**src/rtl/camif_pkg.sv**
```systemverilog
// shared widths and bus layouts, assuming a 10-bit sensor and a 16-bit host word
package camif_pkg;

   // ********************
   // widths
   localparam int PIX_W  = 10;
   localparam int WORD_W = 16;

   // one truncated pixel in paired mode
   localparam int HALF_W = WORD_W / 2;

   // ********************
   // interrupt thresholds, in words
   localparam int unsigned BURST_SMALL = 16;
   localparam int unsigned BURST_LARGE = 64;

   // fixed low byte of the status word
   localparam logic [7:0] STATUS_ID = 8'h05;

   // ********************
   // control word bit positions
   localparam int CTRL_RGB_BIT   = 15;
   localparam int CTRL_EN_BIT    = 12;
   localparam int CTRL_BURST_BIT = 11;

   // ********************
   // sensor bus, 12 bits
   typedef struct packed {
      logic             frame_valid;
      logic             line_valid;
      logic [PIX_W-1:0] data;
   } pix_bus_t;

   // host strobe interface, 19 bits
   // wr and rd are single-cycle strobes, sel_fifo picks the pixel port
   typedef struct packed {
      logic              wr;
      logic              rd;
      logic              sel_fifo;
      logic [WORD_W-1:0] wdata;
   } host_req_t;

   // control register, 3 bits
   typedef struct packed {
      logic rgb_mode;
      logic capture_en;
      logic big_burst;
   } ctrl_t;

endpackage

```
**src/rtl/pixel_packer.sv**
```systemverilog
// capture arms only on a rising frame_valid seen while enabled; a frame already running is skipped
`timescale 1ns/1ps

module pixel_packer
   import camif_pkg::*;
(
   input  logic              pinclk,
   input  logic              rst,
   input  pix_bus_t          i_pix,
   input  ctrl_t             i_ctrl,
   output logic              o_word_valid,
   output logic [WORD_W-1:0] o_word
);

   pix_bus_t          pix_q;
   logic              fv_d;
   logic              frame_rise;
   logic              armed;
   logic              arm_next;
   logic              pix_valid;
   logic [PIX_W-1:0]  pix_data;
   logic              pair_phase;
   logic [HALF_W-1:0] first_hi;

   // ********************
   // stage 1, sensor sampling
   always_ff @(posedge pinclk or posedge rst)
   begin
      if (rst)
      begin
         pix_q <= '0;
         fv_d  <= 1'b0;
      end
      else
      begin
         pix_q <= i_pix;
         fv_d  <= pix_q.frame_valid;
      end
   end

   assign frame_rise = pix_q.frame_valid & ~fv_d;

   // dropping capture_en disarms at once
   assign arm_next = i_ctrl.capture_en & (armed | frame_rise);

   // ********************
   // stage 2, pixel qualify
   always_ff @(posedge pinclk or posedge rst)
   begin
      if (rst)
      begin
         armed     <= 1'b0;
         pix_valid <= 1'b0;
      end
      else
      begin
         armed     <= arm_next;
         pix_valid <= pix_q.frame_valid & pix_q.line_valid & arm_next;
      end
   end

   always_ff @(posedge pinclk)
   begin
      pix_data <= pix_q.data;
   end

   // ********************
   // stage 3, word packing
   always_ff @(posedge pinclk or posedge rst)
   begin
      if (rst)
      begin
         pair_phase   <= 1'b0;
         o_word_valid <= 1'b0;
      end
      else
      begin
         // paired mode emits on the second pixel of each pair
         o_word_valid <= pix_valid & (~i_ctrl.rgb_mode | pair_phase);
         if (!i_ctrl.capture_en || !i_ctrl.rgb_mode)
            pair_phase <= 1'b0;
         else if (pix_valid)
            pair_phase <= ~pair_phase;
      end
   end

   always_ff @(posedge pinclk)
   begin
      if (pix_valid && !pair_phase)
         first_hi <= pix_data[PIX_W-1 -: HALF_W];
      // first pixel of the pair lands in the upper byte
      if (i_ctrl.rgb_mode)
         o_word <= {first_hi, pix_data[PIX_W-1 -: HALF_W]};
      else
         o_word <= {{(WORD_W-PIX_W){1'b0}}, pix_data};
   end

endmodule

```
**config.mk**
```make
export PLATFORM = sky130hd
export DESIGN_NAME = pixel_packer
export DESIGN_NICKNAME = d
export VERILOG_FILES = /design/src/rtl/camif_pkg.sv /design/src/rtl/pixel_packer.sv
export SDC_FILE = /design/constraint.sdc
export NUM_CORES = 1
export LEC_CHECK = 0
export BUFFER_PORTS_ARGS = -buffer_cell sky130_fd_sc_hd__clkbuf_2
export CAP_MARGIN = 40
export CORE_MARGIN = 3
export CORE_UTILIZATION = 25
export CTS_CLUSTER_SIZE = 28
export DETAILED_ROUTE_END_ITERATION = 6
export SLEW_MARGIN = 15
export SYNTH_ARGS = -nofsm -noshare
export SYNTH_HDL_FRONTEND = slang
export SYNTH_SLANG_ARGS = --single-unit
```
**constraint.sdc**
```tcl
create_clock -name pinclk -period 1.6 [get_ports pinclk]
set_clock_uncertainty 0.1 [all_clocks]
set_input_delay 0.32 -clock pinclk [delete_from_list [all_inputs] [get_ports pinclk]]
set_output_delay 0.32 -clock pinclk [all_outputs]
set_load 0.02 [all_outputs]
```
### Yosys cells after proc, flatten, opt, wreduce, memory -nomap -nowiden

Cells that the tools add are included.

| cells by class | value |
|---|---|
| add/sub/neg operators | 0 |
| $mul | 0 |
| divide/modulo/power cells | 0 |
| $lt $le $gt $ge | 0 |
| equality and inequality tests | 0 |
| shift operators | 0 |
| multiplexer cells | 3 |
| bitwise operators | 10 |
| reduce and logical (&&, ||, !) cells | 6 |

Operators by type and width:

| kind | count |
|---|---|
| 10-bit two-way mux | 1 |
| 1-bit AND | 5 |
| 1-bit zero test | 3 |
| 1-bit inverter | 3 |
| 1-bit two-way mux | 2 |
| 1-bit OR | 2 |
| 2-bit nonzero test | 1 |
| 1-bit logical AND | 1 |
| 1-bit logical OR | 1 |

| storage, ports and cells | value |
|---|---|
| register bits | 51 |
| latch bits | 0 |
| bits in writable memories | 0 |
| memory bits (read-only) | 0 |
| bits of input ports | 17 |
| output and inout bits | 17 |
| word-level logic and storage cells | 31 |
| memories kept | 0 |

### Depth between registers and ports, before layout

| logic depth | value |
|---|---|
| word-level depth | 5 |
| gate-level depth with buffers | 3 |
| depth with buffers taken out | 2 |

### Least setup slack after synthesis

No wires, ideal clock.

| timing path | value |
|---|---|
| path type | register to register |
| from | register pair_phase |
| to | register first_hi[0], enable pin |
| setup time | 373 ps |
| arrival time | 794 ps |
| data required time | 1127 ps |
| path slack | 333 ps |
| stages on the path, launching flop included | 2 |
| buffers on the path | 0 |
| period minus slack after synthesis | 1267 ps |
| cell sequence | dfrtp_1 > nor2b_1 |

| between the ends | value |
|---|---|
| word-level cells in the longest chain between the ends | 2 |

RTL lines:

| item | line | source |
|---|---|---|
| start, declared | pixel_packer.sv:22 | `logic pair_phase;` |
| start signal, assigned | pixel_packer.sv:83 | `pair_phase <= ~pair_phase;` |
| 1-bit zero test | pixel_packer.sv:89 | `if (pix_valid && !pair_phase)` |
| 1-bit logical AND | pixel_packer.sv:89 |  |
| end signal, assigned | pixel_packer.sv:90 | `first_hi <= pix_data[PIX_W-1 -: HALF_W];` |
| end, declared | pixel_packer.sv:23 | `logic [HALF_W-1:0] first_hi;` |

No other way between the ends.
A chain may end at the register's enable or synchronous reset.

### Final worst setup path

| timing path | value |
|---|---|
| from | register o_word_valid |
| to | output o_word_valid |

RTL lines:

| item | line | source |
|---|---|---|
| start, declared | pixel_packer.sv:11 | `output logic o_word_valid,` |
| start signal, assigned | pixel_packer.sv:79 | `o_word_valid <= pix_valid & (~i_ctrl.rgb_mode \| pair_phase);` |

No word-level cell between the ends.

==> flow_summary.ini <==
[layout]
stdcell_count = 193
fin_nets = 137
syn_to_final_growth_pct = 25.2
nFillCells = 582
final_util_pct = 32.6
diodes = 0
drive_gt1_share_pct = 47.9

[timing]
finalMaxSlewViolations = 0
rsz0062_at_grt = false
fmax_mhz = 810
whs_ns = 0.0222
hold_violations = 0
worst_pin_slew_ns = 0.664
finalCritPeriodShare_pct = 77.1
final.setup.tns_ns = 0
setup_viol = 0
min_period_ns = 1.23
worst_slew_margin_rel_pct = 55.7

[synthesis]
yosys.area.top_type = dfxtp_1
synth_top_flop_cell = dfxtp_1
async_flop_share_pct = 33.3
ys_top_cells_by_area = dfxtp_1, dfrtp_1, edfxtp_1, mux2_2, and2_2
yosys_warnings = 0
synth.top_cell.area_share_pct = 36.1
avgSynthCellArea_um2 = 18.0
syn_area_um2 = 1440
syn_inst = 80
synth_nets = 97
synth_edf_count = 8
ys_types = 16
ys_ff_latch = 51
yosysMostFrequentCell = dfxtp_1
synth_common_cells = dfxtp_1, dfrtp_1, edfxtp_1, mux2_2, and2_2
seq_area_frac_synth_pct = 82.2

[flow_run]
drv_cap = 0

[setup_path]
critPathTopFamily = flip-flops
critical-path-slowest-cell = dfrtp_1
cp_num_buf_inv = 1
slowest_delay_ns = 0.37
cp_data_arrival_time_ns = 0.81
worstPathCellList = clkbuf_2
path_max_fanout = 1
required_ns = 1.18
endpoint_kind = primary output
cp-start-kind = register
path_class = reg2out

[floorplanning]
start_util_pct = 26.0
core_um2 = 5540
die_x_um = 82.0
dieArea_um2 = 6720
rows = 27
ios = 34
dieHeight_um = 82.0

[clock_tree]
cts_buffers = 5
clk_pin_slew_ns = 0.09
clock-sinks = 51
postCtsHoldBufs = 1
cts_tree = done
cts_resized = 0
cts_setup_buffers = 0
ctsRootBufferMaster = clkbuf_8
clk_latency_ns = 0.29
htree_levels = 2
ctsLongestPathBuffers = 2

[routing]
drt.antenna.violating_nets = 0
viasPerCell = 3.58
routed_wirelength_um = 2040
drtIter0Drc = 31
wire_per_inst_um = 10.6
drc = 0
drt_first_pass_iters = 2
via_count = 691

[placed_design]
dpl.cell_count = 183
dp_hpwl_um = 1410
place.gp.congestion = 0.601
port_buffers = 32

[global_route]
grt_pass1_vias = 753
grt_overflow = 0
grt_pass1_wl_um = 3370
grt_max_degree = 19
antenna_found_initial = 0
grt_use_total_pct = 6.99

[pwr]
peakVddDrop_uv = 516
p_per_area_nw_per_um2 = 1320
leakage_nw = 0.807

[hold_path]
hp-class = in2reg

[status]
status = completed
==> stage by stage <==
stage	instance area (um^2)	power [W]	setup WS (ns)
final	1810	0.00238	0.366
after global routing	1810	0.00249	0.315
after CTS	1800	0.00241	0.344
after floorplan	1440	0.00150	0.333
after detailed placement	1670	0.00155	0.309
after global placement	1670	0.00155	0.324
==> final timing paths <==
kind / startpoint / to / slack (ns) / depth (start not counted)
max: o_word_valid$_DFF_PP0_ / o_word_valid / 0.37 / 1
min: i_pix[11] / pix_q[11]$_DFF_PP0_ / 0.02 / 1
max reg2reg: pair_phase$_DFFE_PP0P_ / first_hi[5]$_DFFE_PP_ / 0.51 / 2
min reg2reg: pix_q[9]$_DFF_PP0_ / pix_data[9]$_DFF_P_ / 0.24 / 0
max in group asynchronous: rst / pix_q[9]$_DFF_PP0_ / 0.44 / 3
min in group asynchronous: rst / pix_q[0]$_DFF_PP0_ / 0.53 / 3
==> state kept, by name, indices dropped and copies added, names as in the netlist <==
register / cells
o_word_valid: 1
pair_phase: 1
o_word: 16
pix_q: 12
pix_data: 10
pix_valid: 1
armed: 1
fv_d: 1
first_hi: 8
==> cell families after synthesis <==
logic type,after synthesis,synth area share (%)
AO/OA/AOI/OAI,3,1.39
buffers and inverters,5,2.60
flip-flops,51,82.2
XOR/XNOR,1,0.607
AND/OR/NAND/NOR,10,4.86
multiplexers,10,8.33
==> cell type report <==
cell class                      count  area [um^2]  share of cell area, %
Clock buffer                        5         68.8                   3.81
Clock inverter                      3         43.8                   2.42
Sequential cell                    51         1190                   65.7
Tap cell                           72         90.1                   4.99
Multi-Input combinational cell     24          219                   12.1
Inverter                            3         11.3                  0.623
Timing Repair Buffer               35          188                   10.4
==> power by group <==
| group | total (W) | leakage (nW) | switching [W] | internal (W) |
|---|---|---|---|---|
| logic | 0.000133 | 0.252 | 0.0000730 | 0.0000597 |
| registers | 0.00139 | 0.498 | 0.0000219 | 0.00137 |
| clock network | 0.000857 | 0.0581 | 0.000392 | 0.000465 |
| total | 0.00238 | 0.807 | 0.000487 | 0.00190 |
==> routing by layer <==
| layer | part of all wire [%] | track usage [%] |
|---|---|---|
| met2 | 47 | 10.7 |
| met4 | 1.6 | 3.49 |
| met3 | 9.5 | 3.62 |
| met1 | 41 | 8.01 |
| met5 | 0 | 0 |
==> placed cells by master, fill, tap and decap left out <==
cell,Yosys,final
mux2_2,8,8
dlygate4sd3_1,0,2
dfrtp_1,17,17
a21boi_0,2,2
edfxtp_1,8,8
clkbuf_8,0,5
a21oi_1,1,1
clkinv_2,0,1
clkbuf_2,0,32
inv_1,3,3
mux2_4,2,2
clkinv_4,0,1
buf_4,0,1
nand3_1,1,1
nand2b_1,1,1
dfxtp_1,26,26
bufinv_16,0,1
xor2_1,1,1
nor2b_1,1,1
and2_2,6,6
and3_2,1,1
No activity file was read; power rests on OpenSTA's default activity.
