<file path="config.mk">
export PLATFORM = sky130hd
export DESIGN_NAME = host_regs
export DESIGN_NICKNAME = d
export VERILOG_FILES = /design/src/rtl/camif_pkg.sv /design/src/rtl/host_regs.sv
export SDC_FILE = /design/constraint.sdc
export NUM_CORES = 1
export LEC_CHECK = 0
export ABC_AREA = 1
export BUFFER_PORTS_ARGS = -buffer_cell sky130_fd_sc_hd__buf_2
export CAP_MARGIN = 20
export CORE_AREA = 4 4 41 43
export DETAILED_ROUTE_END_ITERATION = 10
export DIE_AREA = 0 0 45 47
export PLACE_DENSITY = 0.38
export SLEW_MARGIN = 20
export SYNTH_ARGS = -nofsm -noshare
export SYNTH_HDL_FRONTEND = slang
export SYNTH_SLANG_ARGS = --single-unit
</file>
<file path="constraint.sdc">
create_clock -name pinclk -period 1.1 [get_ports pinclk]
set_clock_uncertainty 0.05 [all_clocks]
set_input_delay 0.11 -clock pinclk [delete_from_list [all_inputs] [get_ports pinclk]]
set_output_delay 0.11 -clock pinclk [all_outputs]
set_load 0.02 [all_outputs]
</file>
<file path="src/rtl/camif_pkg.sv">
// shared widths and bus layouts, assuming a 10-bit sensor and a 16-bit host word
package camif_pkg;

   // ********************
   // widths
   localparam int PIX_W  = 10;
   localparam int WORD_W = 16;

   // one truncated pixel in paired mode
   localparam int HALF_W = WORD_W / 2;

   // ********************
   // interrupt thresholds, in words
   localparam int unsigned BURST_SMALL = 16;
   localparam int unsigned BURST_LARGE = 64;

   // fixed low byte of the status word
   localparam logic [7:0] STATUS_ID = 8'h05;

   // ********************
   // control word bit positions
   localparam int CTRL_RGB_BIT   = 15;
   localparam int CTRL_EN_BIT    = 12;
   localparam int CTRL_BURST_BIT = 11;

   // ********************
   // sensor bus, 12 bits
   typedef struct packed {
      logic             frame_valid;
      logic             line_valid;
      logic [PIX_W-1:0] data;
   } pix_bus_t;

   // host strobe interface, 19 bits
   // wr and rd are single-cycle strobes, sel_fifo picks the pixel port
   typedef struct packed {
      logic              wr;
      logic              rd;
      logic              sel_fifo;
      logic [WORD_W-1:0] wdata;
   } host_req_t;

   // control register, 3 bits
   typedef struct packed {
      logic rgb_mode;
      logic capture_en;
      logic big_burst;
   } ctrl_t;

endpackage

</file>
<file path="src/rtl/host_regs.sv">
// writes with sel_fifo high are ignored; read strobes pass through the same cycle
`timescale 1ns/1ps

module host_regs
   import camif_pkg::*;
(
   input  logic      pinclk,
   input  logic      rst,
   input  host_req_t i_host,
   output ctrl_t     o_ctrl,
   output logic      o_fifo_rd,
   output logic      o_status_rd
);

   ctrl_t ctrl_q;
   logic  ctrl_wr;

   // ********************
   // control register
   assign ctrl_wr = i_host.wr & ~i_host.sel_fifo;

   always_ff @(posedge pinclk or posedge rst)
   begin
      if (rst)
      begin
         ctrl_q <= '0;
      end
      else if (ctrl_wr)
      begin
         ctrl_q.rgb_mode   <= i_host.wdata[CTRL_RGB_BIT];
         ctrl_q.capture_en <= i_host.wdata[CTRL_EN_BIT];
         ctrl_q.big_burst  <= i_host.wdata[CTRL_BURST_BIT];
      end
   end

   assign o_ctrl = ctrl_q;

   // ********************
   // read strobe decode
   // kept combinational so read data lands one cycle after the strobe
   assign o_fifo_rd   = i_host.rd & i_host.sel_fifo;
   assign o_status_rd = i_host.rd & ~i_host.sel_fifo;

endmodule

</file>
-- Yosys cells after proc, flatten, opt, wreduce, memory -nomap -nowiden
Index checks and enable logic that the tools add are counted.
- bitwise gates (word level): 4
- operators with widths (operator ; count):
    $and 1x1->1 ; 3
    $not 1->1 ; 1
- register bits after elaboration: 3
- output and inout port bits: 5
- word-level logic and storage cells: 7

-- Longest topological paths before layout
Gate-level depths: netlist of the first run.
- depth after elaboration: 2
- depth in mapped cells: 4
- mapped depth without buffers: 4

-- Worst setup path before layout of the first run
No wires, ideal clock.
- path kind: register to register
- from: register, netlist name o_ctrl[0]
- to: register ctrl_q (netlist bit o_ctrl[0])
- arrival: 559 ps
- data required time: 933 ps
- setup slack: 374 ps
- stages on the path, launching flop included: 3
- period minus slack after synthesis: 726 ps
- cell sequence: dfrtp_1 -> nand2_1 -> nand2_1
- RTL lines (item ; line ; source):
    end, declared ; host_regs.sv:15 ; ctrl_t ctrl_q;

-- Worst setup path after layout of the first run
- from: register ctrl_q (netlist bit o_ctrl[1])
- to: output port o_ctrl[1] in the netlist's numbering
- RTL lines (item ; line ; source):
    end, declared ; host_regs.sv:10 ; output ctrl_t o_ctrl,
No word-level cell between the ends.

==> key figures, run 1 <==
Floorplan
  – Ports: 26
  – Cell Rows: 13
  – Die width: 45 um
  – Die Y: 47 um
  – Area of the die: 2120 um^2
  – Total core area: 1300 um^2
  – Starting density of the core: 10.9%

Power and ir drop
  – Static leakage: 0.161 nW
  – Clock Power Share: 46.5%
  – Sw Share: 26.9%
  – Worst vdd ir: 0.000310 V
  – Combinational share of power: 20.5%
  – Sw Pwr: 108 uW
  – P_int: 292 uW
  – Power per cell area: 1560 nW/um^2
  – Sequential Power Share: 33.0%

Worst setup path
  – Max incr delay on CP: 0.37 ns
  – Worst endpoint required time: 0.94 ns
  – Crit start category: flip-flop
  – Crit path buf inv count: 1
  – Reg2reg path depth: 2
  – Worst Path Arrival: 0.76 ns
  – Crit Path Max Fanout: 2
  – WS Path Type: reg -> out
  – Cells along the critical path: buf_2
  – RR Endpoint: o_ctrl[1]
  – CP Capture Type: output pin
  – CP max-delay cell: dfrtp_1
  – Worst reg2reg startpoint: o_ctrl[1]
  – Delay-heaviest family, CP: flip-flops
  – Setup slack, reg-to-reg: 0.46 ns

Logic synthesis
  – Syn_nets: 40
  – Top cells by area, synth: dfrtp_1 (53%), nand2_1 (19%), nand3_1 (11%)
  – Synth Warn #: 0
  – Synth area leader: dfrtp_1
  – Synthesized flop and latch total: 3
  – Cell Area, Synth: 141 um^2
  – Post-Syn Area per Cell: 7.44 um^2
  – Cell variety after synth: 7
  – Gate Count Post-Synth: 19
  – Sequential share of the synthesized area: 53.1%
  – Share of the synthesized area in the top cell type: 53.1%

Global route
  – Gr usage total: 4.19%
  – Global-route wire length before repair: 572 um
  – Vias in the first global route: 155
  – Largest net degree at the start of global routing: 5
  – Initial antenna violation count: 0
  – Gr ovfl total: 0

Layout
  – Max FFs per register: 3
  – Layout cell share with drive strength beyond 1: 47.2%
  – NumNets Final: 58
  – Multi-input logic area: 51.3 um^2
  – Filler cells: 165
  – Layout area overhead: 81.4%
  – N_diodes: 0
  – Reg area: 75.1 um^2
  – Finished Layout Cells: 51

Timing
  – Unrepaired setup endpoints after global routing: no
  – Final period util: 83.6%
  – Worst-margin pin slew: 0.107 ns
  – Hold Fails Final Rpt: 0
  – Final Max Tran Viols: 0
  – Endpoints failing setup: 0
  – Hold Slack: 0.0732 ns
  – F_max: 1.09 GHz
  – Final min period: 0.920 ns
  – Worst setup slack after layout: 0.180 ns
  – Slew headroom: 92.9%
  – Post-Route Setup TNS: 0 ns

Clock network
  – Clock buffer depth: 2
  – CTS resizes: 0
  – CTS Buf Count: 3
  – Post-CTS setup buffer count: 0
  – Clock transition at path regs: 0.04 ns
  – CTS Hold Bufs: 1
  – Skew-Pair Late Insertion Delay: 0.23 ns
  – CTS tree: yes
  – Clk sinks: 3
  – Clock Tree Root: clkbuf_4
  – CTS H-tree depth: 1

Min path
  – Hold Path Depth: 3
  – Hold Crit Start: i_host[15]
  – Hold WC Path Type: in -> reg
  – Worst hold endpoint: o_ctrl[2]

Detailed routing
  – Starting DRT DRC Count: 2
  – WL final: 377 um
  – Drt pass-1 iters: 4
  – Vias/cell: 3.14
  – Wirelength per Cell: 7.39 um
  – Antenna-violating nets left: 0
  – Via count: 160
  – DRC: 0

Place
  – Placed cells: 46
  – Post-DP HPWL: 313 um
  – Port Buf Inserts: 12
  – RD Place Congestion: 0.690
  – Placement Setup Slack: 0.419 ns

Run
  – Max cap viols: 0

Run status
  – Status: finished clean
cell usage after synthesis:
cell	number
nand2_1	7
dfrtp_1	3
inv_1	3
nand3_1	3
inv_2	1
nand2_2	1
nor2_1	1
worst max-delay path by stage:
stage | startpoint | cells past startpoint | end
6_report | o_ctrl[1] | 1 | o_ctrl[1]
5_1_grt | o_ctrl[1] | 1 | o_ctrl[1]
4_1_cts | o_ctrl[1] | 1 | o_ctrl[1]
3_5_place_dp | o_ctrl[1] | 1 | o_ctrl[1]
3_3_place_gp | o_ctrl[1] | 1 | o_ctrl[1]
2_1_floorplan | o_ctrl[0] | 2 | o_ctrl[0]
through the flow:
stage	instance area, um^2	total power [mW]	util [%]
finish	256	0.400	19.7
global route	256	0.438	19.7
CTS	256	0.411	19.7
detailed placement	220	0.214	16.9
global placement	220	0.214	16.9
floorplan	141	0.176	-
worst min-delay path, stage by stage:
cell and delay, ns:
buf_2 0.08, nand3_1 0.06, nand2_1 0.06
power by group through the flow:
stage	combinational, mW	clock (mW)	sequential (mW)
6_report	0.0821	0.186	0.132
5_1_grt	0.0911	0.214	0.133
4_1_cts	0.0832	0.196	0.132
3_5_place_dp	0.0803	0	0.134
3_3_place_gp	0.0794	0	0.134
2_1_floorplan	0.0256	0	0.150
area by class of cell:
class | instances | share of cell area [%]
tap | 15 | 7.32
timing repair buffer | 13 | 27.3
sequential | 3 | 29.3
inverter | 4 | 5.85
clock buffer | 4 | 10.2
multi-input combinational | 12 | 20.0
logic make-up after synthesis:
logic type	synth area share (%)
flops	53.1
buf+inv	10.6
simple gates	36.3
layout by cell type, fill, tap and decap left out:
| cell type | instances |
|---|---|
| buf_2 | 12 |
| nand2_1 | 7 |
| nand3_1 | 3 |
| inv_1 | 3 |
| clkbuf_4 | 3 |
| dfrtp_1 | 3 |
| inv_2 | 1 |
| nand2_2 | 1 |
| nor2_1 | 1 |
| clkbuf_1 | 1 |
| dlygate4sd3_1 | 1 |
layer usage:
layer	vias to the layer above	part of all wire (%)	track usage (%)
li1	90	-	-
met1	58	48	4.57
met2	12	39	4.80
met3	0	13	1.53
met4	0	0	7.02
met5	-	0	0
(Power assumes the default switching activity.)
==> run 2: changes to the inputs <==
--- a/config.mk
+++ b/config.mk
@@ -11,7 +11,7 @@
 export CORE_AREA = 4 4 41 43
 export DETAILED_ROUTE_END_ITERATION = 10
 export DIE_AREA = 0 0 45 47
-export PLACE_DENSITY = 0.38
+export PLACE_DENSITY = 0.39
 export SLEW_MARGIN = 20
 export SYNTH_ARGS = -nofsm -noshare
 export SYNTH_HDL_FRONTEND = slang
==> constraint.sdc (replaced) <==
create_clock -name pinclk -period 0.8 [get_ports pinclk]
set_clock_uncertainty 0.05 [all_clocks]
set_input_delay 0.08 -clock pinclk [delete_from_list [all_inputs] [get_ports pinclk]]
set_output_delay 0.08 -clock pinclk [all_outputs]
set_load 0.02 [all_outputs]
==> run 2 against run 1 <==
Against the previous run: the run now ends with negative setup slack left; via count rose by 8.8%; clock-buffer cell count did not move; global-route usage rose by 2.0 points; die area did not move; sequential power rose by 41%; flip-flop and latch count did not move; largest cell class is now buffers; highest routed layer unchanged.
==> key figures, run 2 (synthesized netlist as in run 1, its figures left out) <==
Clock network
  – CTS tree: yes (unchanged)
  – Clk sinks: 3 (unchanged)
  – CTS Buf Count: 3 (unchanged)
  – Clock Tree Root: clkbuf_4 (unchanged)
  – CTS H-tree depth: 1 (unchanged)
  – Clock transition at path regs: 0.04 ns (about the same)
  – Skew-Pair Late Insertion Delay: 0.24 ns (was 0.23 ns)
  – Clock buffer depth: 2 (unchanged)

Layout
  – N_diodes: 0 (unchanged)
  – Post-Layout Inst Area: 283 um^2 (was 256 um^2)
  – Finished Layout Cells: 52 (was 51)
  – Fin util: 21.7% (was 19.7%)
  – Max FFs per register: 3 (unchanged)
  – Most frequent cells in the layout: buf_2 (9), nand2_1 (7) (was buf_2 (12), nand2_1 (7))
  – NumNets Final: 59 (was 58)
  – Layout area overhead: 100% (was 81.4%)
  – Most common cell after layout, fill and taps aside: buf_2 (unchanged)
  – Layout cell share with drive strength beyond 1: 48.6% (was 47.2%)

Place
  – Placed Area: 220 um^2 (unchanged)
  – RD Place Congestion: 0.604 (was 0.690)
  – Placed cells: 46 (unchanged)
  – Post-DP HPWL: 321 um (was 313 um)
  – Port Buf Inserts: 12 (unchanged)
  – Placement Setup Slack: 0.150 ns (was 0.419 ns)

Detailed routing
  – WL final: 418 um (was 377 um)
  – Starting DRT DRC Count: 5 (was 2)
  – Drt pass-1 iters: 4 (unchanged)
  – Via count: 174 (was 160)
  – Antenna-violating nets left: 0 (unchanged)
  – Wirelength per Cell: 8.04 um (was 7.39 um)
  – DRC: 0 (unchanged)
  – Vias/cell: 3.35 (was 3.14)

Worst setup path
  – Setup slack, reg-to-reg: 0.03 ns (was 0.46 ns)
  – Worst endpoint required time: 0.67 ns (was 0.94 ns)
  – CP Capture Type: output pin (unchanged)
  – Crit Path Max Fanout: 2 (unchanged)
  – Crit path buf inv count: 1 (unchanged)
  – Delay-heaviest family, CP: flip-flops (unchanged)
  – Reg2reg path depth: 3 (was 2)
  – Max incr delay on CP: 0.39 ns (was 0.37 ns)
  – WS Path Type: reg -> out (unchanged)
  – Worst Path Arrival: 0.76 ns (about the same)
  – Crit start category: flip-flop (unchanged)
  – CP max-delay cell: dfrtp_1 (unchanged)
  – RR Endpoint: o_ctrl[2] (was o_ctrl[1])
  – Worst reg2reg startpoint: o_ctrl[2] (was o_ctrl[1])
  – Cells along the critical path: buf_6 (was buf_2)

Floorplan
  – Cell Rows: 13 (unchanged)
  – Area of the die: 2120 um^2 (unchanged)
  – Ports: 26 (unchanged)
  – Starting density of the core: 10.9% (unchanged)
  – Die width: 45 um (unchanged)
  – Total core area: 1300 um^2 (unchanged)
  – Die Y: 47 um (unchanged)

Power and ir drop
  – Sequential Power Share: 30.9% (was 33.0%)
  – P_int: 432 uW (was 292 uW)
  – Static leakage: 0.171 nW (was 0.161 nW)
  – Worst vdd ir: 0.000594 V (was 0.000310 V)
  – Sw Share: 28.1% (was 26.9%)
  – Total power: 601 uW (was 400 uW)
  – Clock Power Share: 45.2% (was 46.5%)
  – Combinational share of power: 23.9% (was 20.5%)
  – Sw Pwr: 169 uW (was 108 uW)
  – Power per cell area: 2130 nW/um^2 (was 1560 nW/um^2)

Timing
  – Worst setup slack after layout: -0.0902 ns (was 0.180 ns)
  – Unrepaired setup endpoints after global routing: yes (was no)
  – Final period util: 111%
  – Final min period: 0.890 ns
  – Final Max Tran Viols: 0 (unchanged)
  – Endpoints failing setup: 3 (was 0)
  – Hold Slack: 0.0317 ns (was 0.0732 ns)
  – Post-Route Setup TNS: -0.252 ns (was 0 ns)
  – Slew headroom: 92.1% (was 92.9%)
  – Worst-margin pin slew: 0.119 ns (was 0.107 ns)
  – Hold Fails Final Rpt: 0 (unchanged)
  – F_max: 1.12 GHz

Min path
  – Hold Crit Start: i_host[12] (was i_host[15])
  – Hold WC Path Type: in -> reg (unchanged)
  – Hold Path Depth: 3 (unchanged)
  – Worst hold endpoint: o_ctrl[1] (was o_ctrl[2])

Global route
  – Global-route wire length before repair: 731 um (was 572 um)
  – Vias in the first global route: 191 (was 155)
  – Initial antenna violation count: 0 (unchanged)
  – Largest net degree at the start of global routing: 5 (unchanged)
  – Gr usage total: 6.18% (was 4.19%)
  – Gr ovfl total: 0 (unchanged)

Run
  – Max cap viols: 0 (unchanged)

Run status
  – Failing checks: negative setup slack
  – Status: complete, but fails checks (was finished clean)
## run 2: cell count changes in the layout (fill, tap and decap cells not counted)
cell,change
buf_2,-3
buf_4,+1
buf_6,+3
## run 2: how the worst max path moves through the flow
stage / end / cells past startpoint / slack [ns] / startpoint
floorplan: o_ctrl[0] / 2 / 0.07 / o_ctrl[0]
global placement: o_ctrl[1] / 1 / 0.15 / o_ctrl[1]
detailed placement: o_ctrl[1] / 1 / 0.15 / o_ctrl[1]
CTS: o_ctrl[1] / 1 / -0.10 / o_ctrl[1]
global route: o_ctrl[1] / 1 / -0.13 / o_ctrl[1]
finish: o_ctrl[1] / 1 / -0.09 / o_ctrl[1]
## run 2: layer usage
layer	global-route usage, %	vias to the layer above	part of all wire [%]
met5	0	-	0
li1	-	91	-
met1	6.18	68	48
met4	5.26	0	0
met2	5.93	15	29
met3	8.05	0	23
## run 2: area by class of cell
class / count / area (um^2)
fillers: 157 / 1020
repair buffers: 14 / 96.3
flip-flops and latches: 3 / 75.1
multi-input cells: 12 / 51.3
clock buffers: 4 / 26.3
well taps: 15 / 18.8
inverters: 4 / 15.0
## run 2: timing repair
item | in CTS | in global routing
endpoints found under the hold margin | 3 | 0
resized for setup | 6 | 0
buffers inserted | 1 | 0
hold buffers | 1 | 0
setup endpoints to repair | 3 | 4
## run 2: power by group through the flow
stage / Combinational [mW] / Sequential, mW / Clock, mW
after global placement: 0.110 / 0.183 / 0
after global routing: 0.158 / 0.188 / 0.320
after floorplan: 0.0353 / 0.207 / 0
after detailed placement: 0.110 / 0.184 / 0
final: 0.144 / 0.186 / 0.272
after CTS: 0.145 / 0.186 / 0.292
==> run 3: changes to the inputs <==
--- a/config.mk
+++ b/config.mk
@@ -5,13 +5,13 @@
 export SDC_FILE = /design/constraint.sdc
 export NUM_CORES = 1
 export LEC_CHECK = 0
-export ABC_AREA = 1
+export ABC_CLOCK_PERIOD_IN_PS = 800
 export BUFFER_PORTS_ARGS = -buffer_cell sky130_fd_sc_hd__buf_2
 export CAP_MARGIN = 20
 export CORE_AREA = 4 4 41 43
 export DETAILED_ROUTE_END_ITERATION = 10
 export DIE_AREA = 0 0 45 47
-export PLACE_DENSITY = 0.39
+export PLACE_DENSITY = 0.4
 export SLEW_MARGIN = 20
 export SYNTH_ARGS = -nofsm -noshare
 export SYNTH_HDL_FRONTEND = slang
==> run 3 against run 2 <==
Against the previous run: the flow still finishes with violations (negative setup slack); critical endpoint is now o_ctrl[0]; sequential power grew 5%; clock power shrank 2%; cell count shrank 17%; design area grew 6.6%; sequential share of layout area shrank 0.41 points; via count shrank 21%.
==> key figures, run 3 <==
Logic synthesis
  – Most instantiated cells after synthesis: dfrtp_1 (3), mux2_4 (3) (was nand2_1 (7), dfrtp_1 (3), inv_1 (3), nand3_1 (3))
  – Synth Warn #: 0 (unchanged)
  – Synth area leader: dfrtp_1 (unchanged)
  – Sequential share of the synthesized area: 48.8% (was 53.1%)
  – Synthesized flop and latch total: 3 (unchanged)
  – Top cells by area, synth: dfrtp_1 (49%), mux2_4 (29%), nor2b_4 (8.9%) (was dfrtp_1 (53%), nand2_1 (19%), nand3_1 (11%))
  – Synth Flop Type: dfrtp_1 (unchanged)
  – Syn_nets: 31 (was 40)
  – Async S/R FF share, synth: 100% (unchanged)
  – Share of the synthesized area in the top cell type: 48.8% (was 53.1%)
  – Post-Syn Area per Cell: 15.4 um^2 (was 7.44 um^2)
  – Gate Count Post-Synth: 10 (was 19)
  – Cell variety after synth: 6 (was 7)
  – Cell Area, Synth: 154 um^2 (was 141 um^2)
  – Number of synthesized flops with an enable pin: 0 (unchanged)

Detailed routing
  – Via count: 138 (was 174)
  – Drt pass-1 iters: 2 (was 4)
  – Wirelength per Cell: 8.98 um (was 8.04 um)
  – Vias/cell: 3.21 (was 3.35)
  – WL final: 386 um (was 418 um)
  – Starting DRT DRC Count: 1 (was 5)
  – Antenna-violating nets left: 0 (unchanged)
  – DRC: 0 (unchanged)

Power and ir drop
  – Power per cell area: 2100 nW/um^2 (was 2130 nW/um^2)
  – Worst vdd ir: 0.000774 V (was 0.000594 V)
  – Clock Power Share: 42.0% (was 45.2%)
  – Sw Share: 25.8% (was 28.1%)
  – Sw Pwr: 163 uW (was 169 uW)
  – P_int: 471 uW (was 432 uW)
  – Static leakage: 0.155 nW (was 0.171 nW)
  – Combinational share of power: 27.3% (was 23.9%)
  – Sequential Power Share: 30.7% (was 30.9%)

Clock network
  – Clock buffer depth: 2 (unchanged)
  – Skew-Pair Late Insertion Delay: 0.23 ns (was 0.24 ns)
  – Clk sinks: 3 (unchanged)
  – CTS H-tree depth: 1 (unchanged)
  – CTS tree: yes (unchanged)
  – Clock transition at path regs: 0.04 ns (about the same)
  – Clock Tree Root: clkbuf_4 (unchanged)
  – CTS Buf Count: 3 (unchanged)
  – Post-CTS setup buffer count: 0 (was 1)

Worst setup path
  – Critical path origin: o_ctrl[0] (was o_ctrl[1])
  – Setup slack, reg-to-reg: -0.04 ns (was 0.03 ns)
  – Worst endpoint required time: 0.67 ns (about the same)
  – Crit start category: flip-flop (unchanged)
  – CP Capture Type: output pin (unchanged)
  – Worst reg2reg startpoint: o_ctrl[1] (was o_ctrl[2])
  – Delay-heaviest family, CP: flip-flops (unchanged)
  – WP depth: 1 (unchanged)
  – Crit path buf inv count: 1 (unchanged)
  – Crit Path Max Fanout: 2 (unchanged)
  – Worst Path Arrival: 0.76 ns (about the same)
  – RR Endpoint: o_ctrl[1] (was o_ctrl[2])
  – Cells along the critical path: buf_6 (unchanged)
  – CP max-delay cell: dfrtp_2 (was dfrtp_1)
  – WS Path Type: reg -> out (unchanged)
  – Reg2reg path depth: 1 (was 3)
  – Max incr delay on CP: 0.40 ns (was 0.39 ns)

Min path
  – Hold Crit Start: i_host[11] (was i_host[12])
  – Hold WC Path Type: in -> reg (unchanged)
  – Hold Path Depth: 2 (was 3)
  – Worst hold endpoint: o_ctrl[0] (was o_ctrl[1])

Timing
  – Final Max Tran Viols: 0 (unchanged)
  – Worst-margin pin slew: 0.146 ns (was 0.119 ns)
  – Hold Fails Final Rpt: 0 (unchanged)
  – Endpoints failing setup: 6 (was 3)
  – Worst setup slack after layout: -0.0911 ns (was -0.0902 ns)
  – Final min period: 0.891 ns (was 0.890 ns)
  – Slew headroom: 90.2% (was 92.1%)
  – F_max: 1.12 GHz (about the same)
  – Unrepaired setup endpoints after global routing: yes (unchanged)
  – Final period util: 111% (about the same)
  – Hold Slack: 0.0285 ns (was 0.0317 ns)

Floorplan
  – Starting density of the core: 11.8% (was 10.9%)
  – Ports: 26 (unchanged)
  – Total core area: 1300 um^2 (unchanged)
  – Die Y: 47 um (unchanged)
  – Area of the die: 2120 um^2 (unchanged)
  – Die width: 45 um (unchanged)
  – Cell Rows: 13 (unchanged)

Global route
  – Gr ovfl total: 0 (unchanged)
  – Initial antenna violation count: 0 (unchanged)
  – Largest net degree at the start of global routing: 4 (was 5)
  – Vias in the first global route: 143 (was 191)
  – Gr usage total: 4.59% (was 6.18%)
  – Global-route wire length before repair: 607 um (was 731 um)

Run status
  – Failing checks: negative setup slack (unchanged)
  – Status: complete, but fails checks (unchanged)

Layout
  – Layout cell share with drive strength beyond 1: 89.3% (was 48.6%)
  – Filler cells: 160 (was 157)
  – Most common cell after layout, fill and taps aside: buf_2 (unchanged)
  – NumNets Final: 50 (was 59)
  – Most frequent cells in the layout: buf_2 (8), mux2_4 (3), clkbuf_4 (3), dfrtp_2 (3), buf_6 (3) (was buf_2 (9), nand2_1 (7))
  – Multi-input logic area: 75.1 um^2 (was 51.3 um^2)
  – N_diodes: 0 (unchanged)
  – Max FFs per register: 3 (unchanged)
  – Layout area overhead: 95.9% (was 100%)
  – Fin util: 23.2% (was 21.7%)
  – Reg area: 78.8 um^2 (was 75.1 um^2)

Run
  – Max cap viols: 0 (unchanged)

Place
  – RD Place Congestion: 0.616 (was 0.604)
  – Port Buf Inserts: 12 (unchanged)
[run 3: changes by cell type in the layout (fill, tap and decap cells not counted), moves of 2 or more]
cell,previous run,this run
nand2_1,7,0
mux2_4,0,3
dfrtp_2,0,3
dfrtp_1,3,0
inv_1,3,1
nand3_1,3,0
[run 3: worst max path at each step]
stage,endpoint,slack (ns)
after floorplan,o_ctrl[0],-0.07
after global placement,o_ctrl[2],-0.05
after detailed placement,o_ctrl[2],-0.06
after CTS,o_ctrl[1],-0.10
after global routing,o_ctrl[0],-0.12
final,o_ctrl[0],-0.09
[run 3: area by class of cell]
type / count / share of cell area (%)
well taps: 15 / 6.22
multi-input cells: 6 / 24.9
repair buffers: 14 / 32.8
inverters: 1 / 1.24
flip-flops and latches: 3 / 26.1
clock buffers: 4 / 8.71
[run 3: metal layers]
metal	vias to the layer above	track usage (%)	part of all wire (%)
met1	61	4.57	38
met2	10	6.21	49
li1	67	-	-
met5	-	0	0
met4	0	5.26	0
met3	0	2.68	14
[run 3: stage by stage]
step	setup TNS, ns	cell area [um^2]	total power [mW]	std cells	setup slack, ns
global route	-0.492	302	0.678	43	-0.121
global placement	-0.159	244	0.332	38	-0.0550
CTS	-0.415	299	0.652	43	-0.103
finish	-0.368	302	0.634	43	-0.0911
floorplan	-0.217	158	0.279	10	-0.0722
detailed placement	-0.179	244	0.334	38	-0.0614
[run 3: timing repair]
item | in CTS | in global routing
endpoints found under the hold margin | 3 | 0
pin swaps | 0 | 0
gates cloned | 0 | 0
setup endpoints to repair | 6 | 7
hold buffers | 1 | 0
resized for setup | 6 | 1
[run 3: cells by family after synthesis]
logic type	count (synthesis)	synth area share [%]
AND/OR/NAND/NOR	3	19.5
buffers and inverters	1	2.44
flip-flops	3	48.8
multiplexers	3	29.3
[run 3: power by group through the flow]
stage	sequential, mW	combinational (mW)	clock (mW)
2_1_floorplan	0.221	0.0573	0
4_1_cts	0.195	0.175	0.282
6_report	0.195	0.173	0.266
5_1_grt	0.197	0.185	0.296
3_5_place_dp	0.191	0.143	0
3_3_place_gp	0.190	0.142	0
